--- src/hdl/matmul_pkg.sv ---
`default_nettype none

package matmul_pkg;

  ////////////////////////////////////////
  // Sizes
  ////////////////////////////////////////

  localparam int DWIDTH     = 8;
  localparam int MAT_SIZE   = 4;
  localparam int AWIDTH     = 11;
  localparam int MEM_BYTES  = 2048;
  localparam int REG_DWIDTH = 32;
  localparam int REG_AWIDTH = 8;
  localparam int IDX_W      = 2;

  ////////////////////////////////////////
  // Data types
  ////////////////////////////////////////

  typedef logic [DWIDTH-1:0] elem_t;

  // Element i of a row sits at byte address base+i
  typedef elem_t [MAT_SIZE-1:0] row_t;

  typedef logic [AWIDTH-1:0] addr_t;

  typedef struct packed {
    addr_t               addr;
    row_t                wdata;
    logic [MAT_SIZE-1:0] we;
  } mem_req_t;

  typedef struct packed {
    logic                  psel;
    logic                  penable;
    logic                  pwrite;
    logic [REG_AWIDTH-1:0] paddr;
    logic [REG_DWIDTH-1:0] pwdata;
  } apb_req_t;

  // Base addresses of the three operands
  typedef struct packed {
    addr_t addr_a;
    addr_t addr_b;
    addr_t addr_c;
  } mm_cfg_t;

  ////////////////////////////////////////
  // Encodings
  ////////////////////////////////////////

  typedef enum logic [REG_AWIDTH-1:0] {
    REG_START_DONE = 8'h00,
    REG_MATRIX_A   = 8'h0E,
    REG_MATRIX_B   = 8'h12,
    REG_MATRIX_C   = 8'h16
  } reg_addr_e;

  // Any other value selects no bank
  typedef enum logic [7:0] {
    BANK_A = 8'd0,
    BANK_B = 8'd1,
    BANK_C = 8'd2
  } bank_sel_e;

  typedef enum logic [1:0] {
    APB_IDLE,
    APB_W_ENABLE,
    APB_R_ENABLE
  } apb_state_e;

  typedef enum logic [2:0] {
    CS_IDLE,
    CS_LOAD,
    CS_LAST,
    CS_WRITE,
    CS_DONE
  } ctrl_state_e;

endpackage

`default_nettype wire

--- src/hdl/host_mem_port.sv ---
`timescale 1ns/1ps
`default_nettype none

module host_mem_port (
  input  logic                  clk,
  input  logic                  PRESETn,
  input  matmul_pkg::bank_sel_e bram_select,
  input  matmul_pkg::mem_req_t  host,
  input  matmul_pkg::row_t      q_a,
  input  matmul_pkg::row_t      q_b,
  input  matmul_pkg::row_t      q_c,
  output matmul_pkg::mem_req_t  p1_a,
  output matmul_pkg::mem_req_t  p1_b,
  output matmul_pkg::mem_req_t  p1_c,
  output matmul_pkg::row_t      host_rdata
);
  import matmul_pkg::*;

  mem_req_t  idle_req;
  bank_sel_e sel_q;

  // Same address and data everywhere, strobes only on the chosen bank
  assign idle_req = '{addr: host.addr, wdata: host.wdata, we: '0};

  assign p1_a = (bram_select == BANK_A) ? host : idle_req;
  assign p1_b = (bram_select == BANK_B) ? host : idle_req;
  assign p1_c = (bram_select == BANK_C) ? host : idle_req;

  // Select follows the bank read latency
  always_ff @(posedge clk) begin
    if (!PRESETn) begin
      sel_q <= bank_sel_e'(8'hFF);
    end else begin
      sel_q <= bram_select;
    end
  end

  always_comb begin
    case (sel_q)
      BANK_A:  host_rdata = q_a;
      BANK_B:  host_rdata = q_b;
      BANK_C:  host_rdata = q_c;
      default: host_rdata = '0;
    endcase
  end

endmodule

`default_nettype wire

--- config.mk ---
export PLATFORM = sky130hd
export DESIGN_NAME = host_mem_port
export DESIGN_NICKNAME = d
export VERILOG_FILES = /design/src/hdl/matmul_pkg.sv /design/src/hdl/host_mem_port.sv
export SDC_FILE = /design/constraint.sdc
export NUM_CORES = 1
export LEC_CHECK = 0
export ABC_CLOCK_PERIOD_IN_PS = 2400
export BUFFER_PORTS_ARGS = -buffer_cell sky130_fd_sc_hd__buf_4
export CORE_AREA = 5 5 125 127
export CTS_CLUSTER_DIAMETER = 60
export DETAILED_ROUTE_END_ITERATION = 8
export DIE_AREA = 0 0 130 132
export PLACE_DENSITY = 0.46
export SYNTH_ARGS = -nofsm -noshare
export SYNTH_HDL_FRONTEND = slang
export SYNTH_SLANG_ARGS = --single-unit
export TNS_END_PERCENT = 20
--- constraint.sdc ---
create_clock -name clk -period 2.4 [get_ports clk]
set_input_delay 0.24 -clock clk [delete_from_list [all_inputs] [get_ports clk]]
set_output_delay 0.24 -clock clk [all_outputs]
set_load 0.01 [all_outputs]
==> flow_summary_export.csv <==
group,metric,value,unit
outcome,status,"finished, final reports clean",
timing,period_minus_slack,2.14,ns
yosys,ys_ff_latch,8,
clock_network,numClockSinks,8,
layout,antenna_cells,0,
routing,vias,1916,
yosys,synthArstFlopShare,0,%
placement,place_congestion,0.727,
critical_path,crit_path_end_kind,"output port",
placement,place_area,2610,um2
yosys,synth_edf_count,0,
clock_network,numCtsBuffers,3,
yosys,synth_warnings,0,
timing,rsz0062_at_grt,"false",
pwr,vdd_drop_max,0.188,mV
layout,largest_reg_flops,8,
layout,drive_above_1_share,60.2,%
die,start_util,15.3,%
routing,firstDrtPassIters,4,
yosys,synthFlopType,"dfxtp_1",
global_route,grt_util_all_layers,8.21,%
routing,vias_per_cell,3.71,
yosys,synth_cell_type_count,17,
critical_path,worst_ep_arrival_time,1.90,ns
timing,slew-limit-headroom,66.9,%
yosys,synth.most_common_cell,"buf_4",
yosys,synthCells,314,
timing,hold_viol,0,
yosys,synth_area,2190,um2
die,die_y,132,um
clock_network,post-cts-setup-buffer-count,0,
yosys,synth_common_cells,"buf_4, nand2_1, or2_2",
timing,slew_violations,0,
clock_network,cts.path.max_buffers,2,
layout,max_flop_register,"sel_q",
critical_path,worst_setup_path_start_kind,"flip-flop",
die,row_count,44,
timing,fin_crit_sh,89.3,%
yosys,netlist.area_leader.share,44.2,%
timing,worst_slack,0.258,ns
global_route,grt_max_degree,21,
die,die_x,130,um
timing,clock.fmax,0.467,GHz
routing,antenna_left,0,
global_route,overflow,0,
layout,reg_top3,"sel_q: 8 flops",
routing,totalWireLength,7.46,mm
global_route,antenna_found_initial,0,
timing,finalSetupViolations,0,
routing,wl_per_cell,14.5,um
pwr,power.leakage,0.00134,uW
placement,hpwl,6.26,mm
critical_path,worstPathRequired,2.16,ns
clock_network,h-tree-depth,1,
pwr,cellPowerDensity,253,nW/um2
routing,dr.first_iter.drc_count,40,
global_route,grt_pass1_vias,2178,
yosys,synth_top_cell_by_area,"buf_4",
yosys,syn_nets,467,
clock_network,postCtsHoldBufs,0,
critical_path,critPathKind,"reg2out",
timing,tns,0,ns
clock_network,clock-root-buffer,"clkbuf_16",
clock_network,clkTransAtPathRegs,0.04,ns
yosys,synth.area.top_cells,"buf_4, mux2i_1, or2_2",
clock_network,cts_resized,0,
die,die_area,17200,um2
timing,tightest_slew,0.496,ns
yosys,synth_area_per_cell,6.98,um2
die,io_pins,326,
critical_path,cp_max_fo,20,
placement,io_buffers,153,
routing,drcViolationCount,0,
die,core,14300,um2
clock_network,cts_tree,"yes",
timing,hold_slack,0.200,ns
layout,postLayoutCellArea,2680,um2
placement,pre_cts_ws,0.417,ns
yosys,yosysSeqAreaShare,7.31,%
hold_path,holdPathStages,2,
global_route,grt_first_pass_wirelength,11.5,mm
hold_path,worst_hold_path_type,"in2reg",
layout,final_util,18.7,%
layout,synthToLayoutAreaGrowth,22.3,%
job,cap_viol_max_count,0,
layout,nets,487,
-- per-layer routing --
layer | track usage (%) | part of all wire [%] | routed length [um]
met5 | 0 | 0 | 0
met4 | 4.10 | 4.8 | 356
met3 | 3.20 | 11 | 827
met2 | 12.9 | 46 | 3400
met1 | 9.66 | 39 | 2870
-- critical path: stages, from the launching register on --
cell,delay [ns]
dfxtp_2,0.63
buf_12,0.27
mux2i_1,0.09
or2_2,0.27
a21oi_1,0.23
buf_4,0.17
-- report_power, final --
group / switching [uW] / internal [uW] / leakage (uW)
Sequential: 8.47 / 141 / 0.0000666
Combinational: 83.2 / 170 / 0.00124
Clock: 59.8 / 214 / 0.0000370
Total: 151 / 526 / 0.00134
-- area by class of cell --
cell class | count | area, um2
Sequential cell | 8 | 161
Multi-Input combinational cell | 157 | 985
Clock buffer | 3 | 75.1
Inverter | 4 | 15.0
Timing Repair Buffer | 160 | 1210
Tap cell | 184 | 230
Fill cell | 1645 | 11600
-- layout by cell type (no fill, tap or decap), types with 4 or more instances in the layout --
cell type,Yosys,routed
buf_4,129,159
or2_2,33,33
nand2_1,33,33
mux2i_1,32,32
a21oi_1,32,32
nand2b_1,9,9
dfxtp_1,8,7
nor2_1,5,5
nor4_1,5,5
inv_1,4,4
and2_1,4,4
-- stage by stage --
| stage | total power, uW | cells |
|---|---|---|
| 4_1_cts | 684 | 516 |
| 3_5_place_dp | 409 | 513 |
| 3_3_place_gp | 404 | 513 |
| 2_1_floorplan | 462 | 314 |
| 6_report | 677 | 516 |
| 5_1_grt | 716 | 516 |
-- path summary, 6_finish.rpt --
| path | start | end | slack, ns |
|---|---|---|---|
| worst max-delay path | sel_q[1]$_SDFF_PN1_ | host_rdata[21] | 0.26 |
| worst min-delay path | bram_select[4] | sel_q[4]$_SDFF_PN1_ | 0.20 |
-- kinds of logic (layout without fill, tap and decap cells) --
group | after synthesis | after routing | share of synthesized area, %
buffers and inverters | 149 | 167 | 47.9
and+or+nand+nor | 93 | 93 | 22.9
AOI/OAI and AO/OA | 32 | 32 | 7.31
muxes | 32 | 32 | 14.6
DFF | 8 | 8 | 7.31
Power figures use the tool's default switching activity.
