File: config.mk
export PLATFORM = sky130hd
export DESIGN_NAME = mac_array
export DESIGN_NICKNAME = d
export VERILOG_FILES = /design/src/hdl/matmul_pkg.sv /design/src/hdl/mac_array.sv
export SDC_FILE = /design/constraint.sdc
export NUM_CORES = 1
export LEC_CHECK = 0
export BUFFER_PORTS_ARGS = -buffer_cell sky130_fd_sc_hd__buf_2
export CORE_MARGIN = 4
export CORE_UTILIZATION = 50
export CTS_CLUSTER_SIZE = 20
export DETAILED_ROUTE_END_ITERATION = 10
export PLACE_DENSITY = 0.64
export REMOVE_ABC_BUFFERS = 1
export SETUP_SLACK_MARGIN = 0.02
export SLEW_MARGIN = 10
export SYNTH_ARGS = -nofsm -noshare
export SYNTH_HDL_FRONTEND = slang
export SYNTH_SLANG_ARGS = --single-unit
File: constraint.sdc
create_clock -name clk -period 6.7 [get_ports clk]
set_input_delay 0.335 -clock clk [delete_from_list [all_inputs] [get_ports clk]]
set_output_delay 0.335 -clock clk [all_outputs]
set_load 0.01 [all_outputs]
File: src/hdl/matmul_pkg.sv
`default_nettype none

package matmul_pkg;

  ////////////////////////////////////////
  // Sizes
  ////////////////////////////////////////

  localparam int DWIDTH     = 8;
  localparam int MAT_SIZE   = 4;
  localparam int AWIDTH     = 11;
  localparam int MEM_BYTES  = 2048;
  localparam int REG_DWIDTH = 32;
  localparam int REG_AWIDTH = 8;
  localparam int IDX_W      = 2;

  ////////////////////////////////////////
  // Data types
  ////////////////////////////////////////

  typedef logic [DWIDTH-1:0] elem_t;

  // Element i of a row sits at byte address base+i
  typedef elem_t [MAT_SIZE-1:0] row_t;

  typedef logic [AWIDTH-1:0] addr_t;

  typedef struct packed {
    addr_t               addr;
    row_t                wdata;
    logic [MAT_SIZE-1:0] we;
  } mem_req_t;

  typedef struct packed {
    logic                  psel;
    logic                  penable;
    logic                  pwrite;
    logic [REG_AWIDTH-1:0] paddr;
    logic [REG_DWIDTH-1:0] pwdata;
  } apb_req_t;

  // Base addresses of the three operands
  typedef struct packed {
    addr_t addr_a;
    addr_t addr_b;
    addr_t addr_c;
  } mm_cfg_t;

  ////////////////////////////////////////
  // Encodings
  ////////////////////////////////////////

  typedef enum logic [REG_AWIDTH-1:0] {
    REG_START_DONE = 8'h00,
    REG_MATRIX_A   = 8'h0E,
    REG_MATRIX_B   = 8'h12,
    REG_MATRIX_C   = 8'h16
  } reg_addr_e;

  // Any other value selects no bank
  typedef enum logic [7:0] {
    BANK_A = 8'd0,
    BANK_B = 8'd1,
    BANK_C = 8'd2
  } bank_sel_e;

  typedef enum logic [1:0] {
    APB_IDLE,
    APB_W_ENABLE,
    APB_R_ENABLE
  } apb_state_e;

  typedef enum logic [2:0] {
    CS_IDLE,
    CS_LOAD,
    CS_LAST,
    CS_WRITE,
    CS_DONE
  } ctrl_state_e;

endpackage

`default_nettype wire

File: src/hdl/mac_array.sv
`timescale 1ns/1ps
`default_nettype none

module mac_array (
  input  logic                         clk,
  input  logic                         PRESETn,
  input  logic                         acc_clear,
  input  logic                         acc_en,
  input  matmul_pkg::row_t             a_col,
  input  matmul_pkg::row_t             b_row,
  input  logic [matmul_pkg::IDX_W-1:0] row_sel,
  output matmul_pkg::row_t             c_row
);
  import matmul_pkg::*;

  // acc[i][j] holds element (i, j) of the product
  row_t acc [MAT_SIZE];

  ////////////////////////////////////////
  // Outer-product accumulate
  ////////////////////////////////////////

  always_ff @(posedge clk) begin
    if (!PRESETn || acc_clear) begin
      for (int i = 0; i < MAT_SIZE; i++) begin
        acc[i] <= '0;
      end
    end else if (acc_en) begin
      for (int i = 0; i < MAT_SIZE; i++) begin
        for (int j = 0; j < MAT_SIZE; j++) begin
          // 8-bit result, wraps modulo 256
          acc[i][j] <= acc[i][j] + a_col[i] * b_row[j];
        end
      end
    end
  end

  // Row readout for the C bank
  assign c_row = acc[row_sel];

endmodule

`default_nettype wire

==> out/results.env <==
RUN_STATUS='finished, final reports clean'
STATIC-LEAKAGE-POWER_nW=12.1
REGMOSTFLOPS='acc'
HP-CLASS='reg2reg'
YOSYSSEQAREASHARE_PCT=16.9
FINALCLOCKSKEW_PS=6.91
TIMING.FINAL.SETUP_VIOLATIONS=0
FF2FF_SETUP_SLACK_PS=2750
FINAL_UTIL_PCT=53.9
WORST-ENDPOINT-ARRIVAL_PS=4200
SYNTH.FF_LATCH_COUNT=128
CTS_HTREE_LEVELS=4
HOLD_BUF_COUNT_CTS=0
DIE-AREA_SQ_UM=48900
NETS=3086
TIMING_WORST_SLEW_PIN_VALUE_PS=852
SYN-INSTANCE-COUNT=2451
FRACTION_OF_POST_SYNTHESIS_CELL_AREA_IN_THE_TOP_CELL_TYPE_BY_AREA_PCT=25.4
CRITICAL_PATH.REG2REG.STARTPOINT='acc[3][4]$_SDFFCE_PN0P_'
AVGSYNTHCELLAREA_SQ_UM=9.27
YOSYS-TOP-CELLS-AREA='fa_1, edfxtp_1, ha_1, inv_1, xnor2_1'
MET1_USAGE_PCT=30.8
CLOCK_PATH_BUFFERS=2
UNIQUE_CELL_TYPE_COUNT_IN_THE_YOSYS_NETLIST=22
AREA_DELTA_SYNTH_FINAL_PCT=5.85
GRT_UTIL_MET3_PCT=3.58
ROOT_BUFFER='clkbuf_16'
DETAILED_PLACE_HPWL_MICRONS=39600
CORE.ROWCOUNT=77
FINALWEIGHTEDCONGESTION=0.830
CRITPATHKIND='in2reg'
TIMING.CRITICAL_PATH.FANOUT_MAX=32
NUM_IO_PINS=102
FLOORPLAN.INITIALDENSITY_PCT=50.9
INITIALDRTVIOLATIONCOUNT=819
INSERTION_DELAY_PS=450
TOTAL_POWER_W=0.00604
SYN-CELL-AREA_SQ_UM=22700
REG.LARGEST.LIST='acc: 128 flops'
ANTENNA-DIODE-COUNT=0
CTS_SETUP_BUFFERS=0
WORST_R2R_PATH_DEPTH=14
P_PER_AREA_nW_PER_UM2=251
TIMING.HOLD.WORST_ENDPOINT='acc[3][24]$_SDFFCE_PN0P_'
SETUP_WS_PS=2680
MAXCLOCKFREQUENCY_MHz=249
LARGEST_NET_DEGREE_AT_THE_START_OF_GLOBAL_ROUTING=70
POST_CTS_RESIZE_COUNT=0
CP_ENDPOINT_KIND='flop'
DETAILROUTE.VIA_COUNT=16000
CORE_SQ_UM=44600
ROUTE.DETAILED.DRC=0
VIA_PER_INST=5.22
SLEW_HEADROOM_PCT=43.2
GRT_UTIL_MET2_PCT=42.5
KIND_OF_START_POINT_OF_THE_CRITICAL_PATH='input pin'
TIMING_HOLD_VIOLATIONS_FINAL=0
CTS_TREE='done'
N_FILL_CELL=4076
GRT_OVERFLOW=0
CTS_INSERTED_BUFFERS=17
SYNTH_LARGEST_AREA_CELL='fa_1'
GRT_MAX_USAGE_LAYER='met2'
WIRE_LENGTH_OF_THE_FIRST_GLOBAL_ROUTING_PASS_MICRONS=92600
DIE-HEIGHT_MICRONS=221
DRV_SLEW=0
CAP_VIOLATIONS=0
FIRST_PASS_ITERS=5
PORT_BUFFERS=101
FINALWIRELENGTH_MICRONS=56700
ENDPOINT_OF_THE_WORST_REGISTER_TO_REGISTER_PATH='acc[3][7]$_SDFFCE_PN0P_'
FINAL_ANTENNA_NET_COUNT=0
FINAL_MIN_PERIOD_OVER_CLOCK_PERIOD_PCT=60.0
COMBINED_AREA_OF_THE_MULTI_INPUT_LOGIC_CELLS_SQ_UM=16300
CLOCK_SINK_COUNT=128
ROUTED_WIRE_LENGTH_PER_INSTANCE_MICRONS=18.5
WHS_PATH_DEPTH=2
MIN_FROM='acc[3][24]$_SDFFCE_PN0P_'
DIE-WIDTH_MICRONS=221
VDD.IR_DROP.WORST_V=0.000159
FIRST_GLOBAL_VIAS=17300
SEQCELLAREA_SQ_UM=3840
POST-PLACE-WS_PS=2190
SYNTH-WARNING-COUNT=0
CLK_TRANSITION_REPORTED_PATHS_PS=60
CRITICAL_PATH_REQUIRED_PS=6870
GR-USAGE-ALL-LAYERS_PCT=23.9
PROPORTION_OF_LAYOUT_CELLS_WITH_A_DRIVE_SUFFIX_ABOVE_1_PCT=7.37
LARGEST_REGISTER_FFS=128
RSZ0062_AT_GRT='false'
ANTENNA_VIOLATIONS_BEFORE_REPAIR=2
LAYOUT_MIN_CYCLE_TIME_PS=4020
TOTALNEGATIVESETUPSLACK_PS=0
[through the flow]
stage,cell area (sq um),hold WS [ps],std cells
CTS,24100,688,3061
floorplan,22200,641,2330
detailed placement,23500,672,3029
finish,24100,679,3061
global placement,23500,660,3029
global route,24100,719,3061
[worst max-delay path, cell delays in order]
cell	delay, ps
buf_2	500
nand2_1	160
fa_1	530
inv_1	40
ha_1	270
ha_1	280
inv_1	50
fa_1	470
inv_1	50
ha_1	210
fa_1	470
a21o_1	210
a21oi_1	250
xnor2_1	180
xnor2_1	140
nor2_1	50
[layer usage]
metal  up-vias  routed length (microns)
li1       7283                        -
met1      8165                    23700
met2       435                    28800
met3        86                     3120
met4         2                     1050
met5         -                       13
[power breakdown]
group          total [W]  internal, W  switching (W)
combinational    0.00391      0.00183        0.00208
sequential       0.00114      0.00104       0.000105
clock           0.000984     0.000580       0.000404
total            0.00604      0.00345        0.00259
[final cells by class]
cell class	count	area share, %
inverter	551	8.60
sequential	128	16.0
timing repair buffer	107	2.29
clock inverter	12	0.593
tap	592	3.08
clock buffer	20	1.82
multi-input combinational	1651	67.6
[Yosys cell counts (all sizes together)]
library cell / number
inv: 551
nor2: 59
xnor2: 223
fa: 288
edfxtp: 128
nand3b: 1
ha: 272
and3b: 1
a21o: 32
clkbuf: 82
a21oi: 32
xor2: 65
or3b: 1
and2: 287
mux4: 32
nand2: 358
buf: 39
[cells by family (layout without fill, tap and decap cells)]
family | after synthesis | after routing | share of synthesized area (%)
buffers and inverters | 672 | 690 | 11.5
DFF | 128 | 128 | 16.9
muxes | 32 | 32 | 3.17
adders and majority gates | 560 | 560 | 40.3
AOI/OAI and AO/OA | 64 | 64 | 1.76
xor gates and xnor gates | 288 | 288 | 11.4
and+or+nand+nor | 707 | 707 | 15.0
[cells in the final DEF, fill, tap and decap left out]
cell,instances
clkinvlp_4,2
mux4_2,32
xor2_1,65
buf_4,6
buf_2,101
nor2_1,59
clkbuf_16,17
clkbuf_1,3
or3b_4,1
a21oi_1,32
clkinv_1,1
nand2_1,353
bufinv_16,3
clkinv_4,1
xnor2_2,8
nand2_2,5
nand3b_1,1
and3b_2,1
xnor2_1,215
ha_1,272
edfxtp_1,128
fa_1,288
and2_1,287
inv_1,551
clkinv_2,5
a21o_1,32
[worst max-delay path by stage]
stage	from	endpoint	slack, ps
4_1_cts	b_row[8]	acc[2][15]$_SDFFCE_PN0P_	2680
3_3_place_gp	b_row[9]	acc[2][15]$_SDFFCE_PN0P_	2240
2_1_floorplan	a_col[28]	acc[3][23]$_SDFFCE_PN0P_	2920
6_report	b_row[0]	acc[3][7]$_SDFFCE_PN0P_	2680
5_1_grt	b_row[8]	acc[0][15]$_SDFFCE_PN0P_	2470
3_5_place_dp	b_row[8]	acc[0][15]$_SDFFCE_PN0P_	2190
No activity file was read; power rests on OpenSTA's default activity.
