===== src/hdl/matmul_pkg.sv =====
`default_nettype none

package matmul_pkg;

  ////////////////////////////////////////
  // Sizes
  ////////////////////////////////////////

  localparam int DWIDTH     = 8;
  localparam int MAT_SIZE   = 4;
  localparam int AWIDTH     = 11;
  localparam int MEM_BYTES  = 2048;
  localparam int REG_DWIDTH = 32;
  localparam int REG_AWIDTH = 8;
  localparam int IDX_W      = 2;

  ////////////////////////////////////////
  // Data types
  ////////////////////////////////////////

  typedef logic [DWIDTH-1:0] elem_t;

  // Element i of a row sits at byte address base+i
  typedef elem_t [MAT_SIZE-1:0] row_t;

  typedef logic [AWIDTH-1:0] addr_t;

  typedef struct packed {
    addr_t               addr;
    row_t                wdata;
    logic [MAT_SIZE-1:0] we;
  } mem_req_t;

  typedef struct packed {
    logic                  psel;
    logic                  penable;
    logic                  pwrite;
    logic [REG_AWIDTH-1:0] paddr;
    logic [REG_DWIDTH-1:0] pwdata;
  } apb_req_t;

  // Base addresses of the three operands
  typedef struct packed {
    addr_t addr_a;
    addr_t addr_b;
    addr_t addr_c;
  } mm_cfg_t;

  ////////////////////////////////////////
  // Encodings
  ////////////////////////////////////////

  typedef enum logic [REG_AWIDTH-1:0] {
    REG_START_DONE = 8'h00,
    REG_MATRIX_A   = 8'h0E,
    REG_MATRIX_B   = 8'h12,
    REG_MATRIX_C   = 8'h16
  } reg_addr_e;

  // Any other value selects no bank
  typedef enum logic [7:0] {
    BANK_A = 8'd0,
    BANK_B = 8'd1,
    BANK_C = 8'd2
  } bank_sel_e;

  typedef enum logic [1:0] {
    APB_IDLE,
    APB_W_ENABLE,
    APB_R_ENABLE
  } apb_state_e;

  typedef enum logic [2:0] {
    CS_IDLE,
    CS_LOAD,
    CS_LAST,
    CS_WRITE,
    CS_DONE
  } ctrl_state_e;

endpackage

`default_nettype wire


===== src/hdl/matmul_ctrl.sv =====
`timescale 1ns/1ps
`default_nettype none

module matmul_ctrl (
  input  logic                         clk,
  input  logic                         PRESETn,
  input  logic                         start,
  input  logic                         clear_done,
  input  matmul_pkg::mm_cfg_t          cfg,
  output logic                         busy,
  output logic                         done,
  output matmul_pkg::mem_req_t         a_req,
  output matmul_pkg::mem_req_t         b_req,
  output matmul_pkg::mem_req_t         c_req,
  output logic                         acc_clear,
  output logic                         acc_en,
  output logic [matmul_pkg::IDX_W-1:0] row_sel
);
  import matmul_pkg::*;

  ctrl_state_e      state;
  ctrl_state_e      state_nxt;
  logic [IDX_W-1:0] idx;
  addr_t            offset;

  ////////////////////////////////////////
  // Sequencer
  ////////////////////////////////////////

  always_comb begin
    state_nxt = state;
    case (state)
      CS_IDLE:  if (start) state_nxt = CS_LOAD;
      CS_LOAD:  if (idx == IDX_W'(MAT_SIZE - 1)) state_nxt = CS_LAST;
      CS_LAST:  state_nxt = CS_WRITE;
      CS_WRITE: if (idx == IDX_W'(MAT_SIZE - 1)) state_nxt = CS_DONE;
      CS_DONE:  if (clear_done) state_nxt = CS_IDLE;
      default:  state_nxt = CS_IDLE;
    endcase
  end

  always_ff @(posedge clk) begin
    if (!PRESETn) begin
      state  <= CS_IDLE;
      idx    <= '0;
      acc_en <= 1'b0;
    end else begin
      state <= state_nxt;
      // Step index in LOAD, row index in WRITE
      if (state == CS_LOAD || state == CS_WRITE) begin
        idx <= idx + 1'b1;
      end else begin
        idx <= '0;
      end
      // Bank data arrives one cycle after the read
      acc_en <= (state == CS_LOAD);
    end
  end

  assign busy      = (state == CS_LOAD) || (state == CS_LAST) || (state == CS_WRITE);
  assign done      = (state == CS_DONE);
  assign acc_clear = (state == CS_LOAD) && (idx == '0);
  assign row_sel   = idx;

  ////////////////////////////////////////
  // Bank requests
  ////////////////////////////////////////

  // Rows and columns are packed 4 bytes apart
  assign offset = addr_t'({idx, 2'b00});

  assign a_req = '{addr: cfg.addr_a + offset, wdata: '0, we: '0};
  assign b_req = '{addr: cfg.addr_b + offset, wdata: '0, we: '0};

  // Row data is taken from the array where the C bank is wired up
  assign c_req.addr  = cfg.addr_c + offset;
  assign c_req.wdata = '0;
  assign c_req.we    = (state == CS_WRITE) ? '1 : '0;

endmodule

`default_nettype wire


===== config.mk =====
export PLATFORM = sky130hd
export DESIGN_NAME = matmul_ctrl
export DESIGN_NICKNAME = d
export VERILOG_FILES = /design/src/hdl/matmul_pkg.sv /design/src/hdl/matmul_ctrl.sv
export SDC_FILE = /design/constraint.sdc
export NUM_CORES = 1
export LEC_CHECK = 0
export BUFFER_PORTS_ARGS = -buffer_cell sky130_fd_sc_hd__buf_2
export CAP_MARGIN = 0
export CORE_MARGIN = 5
export CORE_UTILIZATION = 32
export CTS_CLUSTER_DIAMETER = 80
export DETAILED_ROUTE_END_ITERATION = 16
export PLACE_DENSITY = 0.76
export SYNTH_ARGS = -nofsm -noshare
export SYNTH_HDL_FRONTEND = slang
export SYNTH_SLANG_ARGS = --single-unit

===== constraint.sdc =====
create_clock -name clk -period 1.7 [get_ports clk]
set_clock_uncertainty 0.2 [all_clocks]
set_input_delay 0.085 -clock clk [delete_from_list [all_inputs] [get_ports clk]]
set_output_delay 0.085 -clock clk [all_outputs]
set_load 0.05 [all_outputs]

==> results of run 1 <==
[synthesized netlist by cell type]
cell type	number	share of area (%)
o21ai_0	1	0.30
a21oi_1	1	0.30
and4_1	1	0.52
nand2b_1	4	1.5
and3_1	4	1.5
inv_1	9	2.0
nor2_1	6	1.3
nand2_1	6	1.3
nor4_1	1	0.37
fa_1	3	3.6
nand4_1	3	1.1
nand3_1	6	1.8
ha_1	8	6.0
and2_1	1	0.37
nand4_2	1	0.74
a22oi_1	1	0.45
conb_1	1	0.22
nor3_2	2	1.2
buf_2	2	0.60
and2b_1	1	0.45
and4b_1	1	0.60
nor3b_2	1	0.74
buf_4	114	51
dfxtp_1	6	7.1
a21o_1	2	0.89
nor3_1	1	0.30
and3b_1	1	0.52
xnor2_1	14	7.3
xor2_1	8	4.2
and3_2	1	0.45
nor3b_1	3	1.3
[repair_timing]
item / 4_1_cts / 5_1_grt
endpoints found under the setup margin: 25 / 29
buffers inserted: 6 / 11
hold endpoints to repair: 11 / 0
pin swaps: 16 / 17
hold buffers: 8 / 0
gates cloned: 0 / 0
gates resized for setup: 70 / 21
[kinds of logic after synthesis]
kind of cell	count (synthesis)	share of synthesized area, %
other cells	1	0.223
simple gates	44	16.2
compound gates	5	1.94
fa+ha+maj	11	9.53
flops	6	7.15
xor+xnor	22	11.5
buf+inv	125	53.5
[worst min-delay path, cell delays in order]
cell and delay, ns:
buf_2 0.10, inv_1 0.04, a22oi_1 0.08, nor3_2 0.10
[worst min-delay path by stage]
stage / to / slack, ns
2_1_floorplan: row_sel[1] / 0.03
3_3_place_gp: a_req[36] / -0.03
3_5_place_dp: a_req[36] / -0.03
4_1_cts: state[2] / 0.02
5_1_grt: state[2] / 0.04
6_report: state[2] / 0.03
[layer usage]
metal	vias up	share of wire [%]	GRT usage, %
li1	648	-	-
met1	630	30	10.5
met2	104	58	21.8
met3	4	11	1.30
met4	0	0.90	3.99
met5	-	0	0
[layout make-up]
class	count	area share, %
multi-input cells	186	59.1
well taps	70	3.17
flip-flops and latches	6	4.66
repair buffers	102	30.1
clock buffers	4	1.63
inverters	9	1.31
[state kept, by name, summed over array words and instances, names as in the netlist]
| signal | count |
|---|---|
| acc_en | 1 |
| row_sel | 2 |
| state | 3 |
[where the power goes]
| part | switching, mW | internal, mW | total, mW |
|---|---|---|---|
| Sequential | 0.0106 | 0.148 | 0.158 |
| Clock | 0.0698 | 0.162 | 0.232 |
| Combinational | 0.916 | 0.266 | 1.18 |
| Total | 0.996 | 0.576 | 1.57 |
==> results.md, run 1 <==
* Core area at 5110 um^2
* Hold Path Cell Cnt at 4
* Grt ovf at 0
* Routed Antenna Nets at 0
* First-pass GRT wire length at 5640 um
* Root Buffer: clkbuf_8
* WL final at 4440 um
* Place WS at -0.299 ns
* Seq/Total Area, Yosys at 7.15%
* CP dominant cell by count: buf_6
* Violated checks: setup timing
* PwrDens at 569 nW/um^2
* Mapped cell area at 1680 um^2
* Critical path buffer and inverter count at 3
* Worst endpoint required time at 1.41 ns
* Slew Limit Fails at 0
* Slowest CP cell: dfxtp_4
* Initial DRC count at 26
* YS warnings at 0
* Commonest non-fill, non-tap cells in the layout: conb_1, buf_2, buf_6
* Vias in the first global route at 1321
* RSZ-0062 raised after global routing: yes
* Register bit total from synthesis at 6
* Initial core utilization at 32.9%
* Worst setup margin at -0.452 ns
* Area grow syn2layout at 64.4%
* CP delay by family, top: adder cells
* Final core utilization at 54.1%
* CTS H-tree lvls at 1
* Fin crit share at 127%
* Largest net degree at the start of global routing at 10
* RD Place Congestion at 0.776
* Worst Tran Pin Value at 0.504 ns
* Overall Power at 1.57 mW
* Clock-pin slew on the worst setup and hold paths at 0.04 ns
* Worst reg2reg path depth at 6
* Nets at 356
* Clock Tree Buf Depth at 2
* Gr usage total at 10.6%
* Unique masters post-synth at 31
* Max FO, Critical Path at 3
* Hold Crit Start: clear_done
* Crit path capture type: output port
* Reg area at 129 um^2
* Area occupied by multi-input gates at 1630 um^2
* Max Fclk at 465 MHz
* Crit path to: b_req[42]
* WP depth at 7
* Routed vias at 1386
* CTS tree: yes
* Cells after DPL at 350
* CTS Buf Count at 3
* Critical path type: flip-flop to output port
* Crit. Startpoint: row_sel[0]
* Die width at 82.5 um
* Share of cells above drive strength 1 at 50.2%
* Max-cap viol count at 0
* Max rail drop VDD at 0.000353 V
* Max stage delay on crit path at 0.36 ns
* Most common cell after layout, fill and taps aside: conb_1
* ANT cells at 0
* Port bufs at 67
* Fillers at 428
* IO Count at 184
* Post-synthesis average cell area at 7.85 um^2
* Fin. Hold Viols at 0
* Hold WS at 0.0275 ns
* Row count at 26
* Period minus WS final at 2.15 ns
* CP Data Arrival Time at 1.87 ns
* Worst slew margin at 66.3%
* Placement Cell Area at 2170 um^2
* Initial antenna violation count at 0
* Endpoints failing setup at 24
* Routed WL per cell at 11.8 um
* Reg2reg end: state[1]
* Clk_lat worst skew at 0.22 ns
* Critical path cell sequence: ha_4 -> inv_2 -> fa_2 -> and3b_2 -> buf_6 -> xor2_4 -> buf_6
* Drt first pass iters at 4
* Setup_tns at -6.99 ns
* LEAKAGE at 1.42 nW
* Hold/Removal Path Class: primary input to flip-flop
* Die Y at 82.5 um
* Worst setup SP type: flip-flop
* Status: complete, but fails checks
* Cells after Synth at 214
* Via density at 3.68
* Num Clock Sinks at 6
* R2r startpoint: row_sel[0]
* Final instance area at 2760 um^2
* Layout Cells excl Fill at 377
* Worst R2R Setup Slack at 0.25 ns
* Die area at 6800 um^2
* DRC Markers at 0
* Detailed Place HPWL at 3360 um
(Power assumes the default switching activity.)
==> run 2, diff against run 1 <==
- CTS_BUF_LIST: default -> sky130_fd_sc_hd__clkbuf_8
- HOLD_SLACK_MARGIN: default -> 0.15
==> run 2 against run 1 <==
Against the previous run:
- the run still ends with setup timing left
- critical path depth is the same
- register-to-register slack is essentially flat
- routed wire length grew 1.1%
- flip-flop and latch count is the same
- sequential power is essentially flat
- final area grew 0.36%
- clock power shrank 3%
- first-iteration DRC count grew 15%
- core utilization grew 0.20 points
- largest cell class unchanged
- largest power group unchanged
==> results.md, run 2 (synthesized netlist as in run 1, its figures left out) <==
* Port bufs at 67
* Commonest non-fill, non-tap cells in the layout: conb_1, buf_2, buf_6
* Crit path capture type: output port
* Final core utilization at 54.3%
* Grt ovf at 0
* Routed vias at 1396
* Largest net degree at the start of global routing at 10
* IO Count at 184
* RSZ-0062 raised after global routing: yes
* Clock Tree Buf Depth at 2
* Fin. Hold Viols at 0
* Max-cap viol count at 0
* Status: complete, but fails checks
* Critical path type: flip-flop to output port
* Root Buffer: clkbuf_8
* Clk_lat worst skew at 0.23 ns
* Hold Path Cell Cnt at 3
* Worst setup margin at -0.449 ns
* Fillers at 425
* Max FO, Critical Path at 3
* Period minus WS final at 2.15 ns
* Largest reg by FF count: state
* Internal Power at 571 uW
* Endpoints failing setup at 24
* Row count at 26
* Die area at 6800 um^2
* Area grow syn2layout at 65.0%
* Via density at 3.69
* Share of cells above drive strength 1 at 50.0%
* Most common cell after layout, fill and taps aside: conb_1
* Die Y at 82.5 um
* Switching power at 997 uW
* Fin crit share at 126%
* Clock-pin slew on the worst setup and hold paths at 0.04 ns
* Drt first pass iters at 4
* Max Fclk at 465 MHz
* Gr usage total at 10.7%
* Worst slew margin at 65.3%
* ANT cells at 0
* Seq pwr share at 10.1%
* Worst setup SP type: flip-flop
* Worst reg2reg path depth at 6
* WL final at 4490 um
* Hold WS at 0.305 ns
* CP Data Arrival Time at 1.86 ns
* Violated checks: setup timing
* Max reg flops at 3
* PwrDens at 566 nW/um^2
* Worst Tran Pin Value at 0.519 ns
* Routed Antenna Nets at 0
* Hold/Removal Path Class: primary input to output port
* CTS Buf Count at 3
* Max rail drop VDD at 0.000352 V
* Num Clock Sinks at 6
* Die width at 82.5 um
* Worst endpoint required time at 1.41 ns
* Core area at 5110 um^2
* Vias in the first global route at 1345
* DRC Markers at 0
* Detailed Place HPWL at 3360 um
* Switch share at 63.6%
* Initial antenna violation count at 0
* Initial core utilization at 32.9%
* Routed WL per cell at 11.9 um
* LEAKAGE at 1.43 nW
* CTS tree: yes
* Comb pwr share at 75.5%
* Initial DRC count at 30
* Slew Limit Fails at 0
* RD Place Congestion at 0.776
* Clk pwr share at 14.4%
* CTS H-tree lvls at 1
* First-pass GRT wire length at 5710 um
* Nets at 357
[run 2: cell types whose count changed in the layout (fill, tap and decap cells not counted), sizes merged]
cell         delta
clkbuf          -1
inv             +1
dlygate4sd3     +1
[run 2: repair_timing]
| item | 4_1_cts | 5_1_grt |
|---|---|---|
| endpoints found under the hold margin | 12 | 0 |
| setup endpoints to repair | 25 | 29 |
| setup buffers | 6 | 11 |
| cloned | 0 | 0 |
| pin swaps | 16 | 17 |
| gates resized for setup | 70 | 21 |
| hold buffers | 9 | 0 |
[run 2: through the flow]
stage / instance area [um^2] / setup TNS (ns) / power, mW / std cells / setup WS [ns]
after detailed placement: 2170 / -3.90 / 1.17 / 350 / -0.299
final: 2770 / -7.01 / 1.57 / 378 / -0.449
after global routing: 2770 / -8.34 / 1.64 / 378 / -0.514
after CTS: 2610 / -7.44 / 1.52 / 369 / -0.448
after floorplan: 2520 / -2.58 / 1.24 / 317 / -0.430
after global placement: 2170 / -3.26 / 1.16 / 350 / -0.267
[run 2: worst paths after layout]
check,from,endpoint,slack (ns)
worst max-delay path,row_sel[0],b_req[42],-0.45
worst min-delay path,cfg[32],a_req[46],0.30
worst max register to register,row_sel[0],state[1],0.25
worst min register to register,state[0],acc_en,0.36
[run 2: per-layer routing]
layer / track usage [%] / share of wire (%)
met1: 10.5 / 30
met2: 22.2 / 58
met3: 1.30 / 11
met4: 3.99 / 0.80
met5: 0 / 0
[run 2: critical path: stages (launching register included)]
cell and delay [ns]:
dfxtp_4 0.36, ha_4 0.14, inv_2 0.04, fa_2 0.33, and3b_2 0.33, buf_6 0.13
xor2_4 0.14, buf_6 0.17
[run 2: layout make-up]
| cell class | instances | area [um^2] | share of cell area, % |
|---|---|---|---|
| multi-input combinational | 186 | 1630 | 58.9 |
| timing repair buffer | 103 | 842 | 30.4 |
| sequential | 6 | 129 | 4.65 |
| tap | 70 | 87.6 | 3.16 |
| clock buffer | 3 | 41.3 | 1.49 |
| inverter | 9 | 36.3 | 1.31 |
| clock inverter | 1 | 3.75 | 0.135 |
[run 2: power by group through the flow]
stage	clock network, mW	registers [mW]	logic [mW]
2_1_floorplan	0	0.172	1.07
3_3_place_gp	0	0.158	1.00
3_5_place_dp	0	0.159	1.01
4_1_cts	0.232	0.157	1.14
5_1_grt	0.249	0.160	1.23
6_report	0.226	0.158	1.18
==> run 3, diff against run 2 <==
- ABC_AREA: default -> 1
- CORE_UTILIZATION: 32 -> 33
- PLACE_DENSITY: 0.76 -> 0.77
==> run 3 against run 2 <==
Against the previous run:
- the flow still finishes with violations (setup timing)
- sequential share of layout area down 0.12 points
- first-iteration DRC count up 40%
- global-route usage up 1.4 points
- flip-flop and latch count unchanged
- final cell count up 9.3%
- combinational power up 25%
- power up 20%
- worst setup slack worse by 0.037 ns
- core utilization up 1.3 points
- largest cell class unchanged
- largest power group unchanged
==> results.md, run 3 <==
* Slowest CP cell: dfxtp_4
* Final core utilization at 55.5%
* Crit path to: c_req[46]
* Most common cell after layout, fill and taps aside: conb_1
* Vias in the first global route at 1548
* Worst slew margin at 65.8%
* CTS H-tree lvls at 1
* Unique masters post-synth at 18
* Clk_lat worst skew at 0.22 ns
* Worst setup SP type: flip-flop
* Critical path cell sequence: buf_4 -> buf_6 -> ha_4 -> fa_2 -> nand4_1 -> buf_6 -> o21ai_2 -> nand2_4 -> buf_8
* Critical path buffer and inverter count at 4
* Largest family of logic cells by synthesized area: buffers and inverters
* Max Fclk at 457 MHz
* Post-synth top area share at 50.2%
* WP depth at 9
* R2r startpoint: row_sel[0]
* EDFF count, synth at 0
* Row count at 26
* Worst setup margin at -0.486 ns
* CP dominant cell by count: buf_6
* RD Place Congestion at 0.807
* Core area at 5070 um^2
* Post-synthesis xor/xnor area fraction at 8.74%
* Crit path capture type: output port
* CP Data Arrival Time at 1.90 ns
* Routed WL per cell at 12.0 um
* Max rail drop VDD at 0.000441 V
* Area grow syn2layout at 65.4%
* Worst endpoint required time at 1.41 ns
* Clock-pin slew on the worst setup and hold paths at 0.04 ns
* Largest net degree at the start of global routing at 7
* Setup_tns at -7.08 ns
* Async SR Flop Fraction at 0%
* Crit. Startpoint: row_sel[0]
* Synth Area in Adders at 9.40%
* Fin crit share at 129%
* Detailed Place HPWL at 3510 um
* CTS tree: yes
* Hold/Removal Path Class: primary input to output port
* IO Count at 184
* CTS Buf Count at 3
* Routed vias at 1561
* Worst Tran Pin Value at 0.511 ns
* Status: complete, but fails checks
* Mapped cell area at 1700 um^2
* Routed Antenna Nets at 0
* Commonest cells post-synth: buf_4, nand2_1, inv_1
* Fin. Hold Viols at 0
* Largest cells by area after synthesis: buf_4, nand2_1, dfxtp_1
* Port bufs at 67
* Violated checks: setup timing
* Max-cap viol count at 0
* LEAKAGE at 1.50 nW
* Met3 GRT Util at 0.658%
* Largest reg by FF count: state
* Commonest non-fill, non-tap cells in the layout: conb_1, buf_2, buf_6
* Seq/Total Area, Yosys at 7.05%
* Num Clock Sinks at 6
* ANT cells at 0
* Critical path type: flip-flop to output port
* Slew Limit Fails at 0
* Nets at 392
* Endpoints failing setup at 25
* Hold WS at 0.325 ns
* Register bit total from synthesis at 6
* Period minus WS final at 2.19 ns
* Initial DRC count at 42
* Mux contribution to synthesized area at 0%
* Via density at 3.78
* Max stage delay on crit path at 0.36 ns
* Clock Tree Buf Depth at 2
* Share of cells above drive strength 1 at 47.5%
* Root Buffer: clkbuf_8
* Die Y at 81.9 um
* Cells after Synth at 249
* Max reg flops at 3
* DRC Markers at 0
* WL final at 4960 um
* Most used DFF post-synth: dfxtp_1
* Initial core utilization at 33.6%
* Grt met1 use at 13.0%
* Worst R2R Setup Slack at -0.02 ns
* Grt ovf at 0
* Gr usage total at 12.1%
* Post-synthesis average cell area at 6.84 um^2
* CP delay by family, top: buffers and inverters
* Area leader, netlist: buf_4
* Initial antenna violation count at 0
* Die area at 6700 um^2
* Overall Power at 1.88 mW
* Post-Synth Simple-Gate Area at 17.0%
* Max FO, Critical Path at 4
* Place WS at -0.335 ns
* Reg2reg end: state[1]
* Worst reg2reg path depth at 9
* YS warnings at 0
* Drt first pass iters at 5
* Compound-gate portion of the synthesized area at 1.62%
* PwrDens at 667 nW/um^2
* Grt peak-use layer: met2
* M2 GR Usage at 25.3%
* Die width at 81.9 um
* RSZ-0062 raised after global routing: yes
* Count leader, synth: buf_4
* First-pass GRT wire length at 6570 um
-- run 3: how the worst min path moves through the flow --
stage	startpoint	to	slack, ns	depth (start not counted)
5_1_grt	cfg[17]	b_req[42]	0.33	3
3_3_place_gp	cfg[23]	a_req[37]	-0.03	0
3_5_place_dp	cfg[23]	a_req[37]	-0.03	0
6_report	cfg[17]	b_req[42]	0.33	3
2_1_floorplan	PRESETn	state[2]	-0.02	2
4_1_cts	cfg[21]	b_req[46]	0.32	4
-- run 3: repair_timing --
item                       CTS  global route
hold buffers                 9             0
setup endpoints to repair   24            29
gates resized for setup     85            36
pin swaps                   14            18
hold endpoints to repair    12             0
setup buffers                9             5
-- run 3: per-layer routing --
layer  share of wire [%]  up-vias
met2                  57      111
met1                  31      717
met4                 2.1        0
met3                  10       10
li1                    -      723
met5                   0        -
-- run 3: kinds of logic after synthesis --
group           count (synthesis)
compound gates                  5
xor+xnor                       17
fa+ha+maj                      11
buf+inv                       140
flops                           6
other cells                     1
simple gates                   69
-- run 3: cell type report --
type | count | area (um^2)
Clock inverter | 1 | 3.75
Sequential cell | 6 | 128
Fill cell | 427 | 2260
Multi-Input combinational cell | 206 | 1600
Inverter | 26 | 100
Tap cell | 70 | 87.6
Clock buffer | 3 | 41.3
Timing Repair Buffer | 101 | 857
-- run 3: stage by stage --
step / std cells / area (um^2)
finish: 413 / 2820
global route: 413 / 2820
CTS: 413 / 2670
detailed placement: 392 / 2160
global placement: 392 / 2160
floorplan: 352 / 2450
-- run 3: worst min-delay path, stage by stage --
cell and delay, ns:
buf_2 0.14, xnor2_4 0.07, buf_6 0.14
-- run 3: power breakdown --
part,internal (mW),switching (mW)
clock,0.155,0.0617
combinational,0.348,1.13
sequential,0.161,0.0244
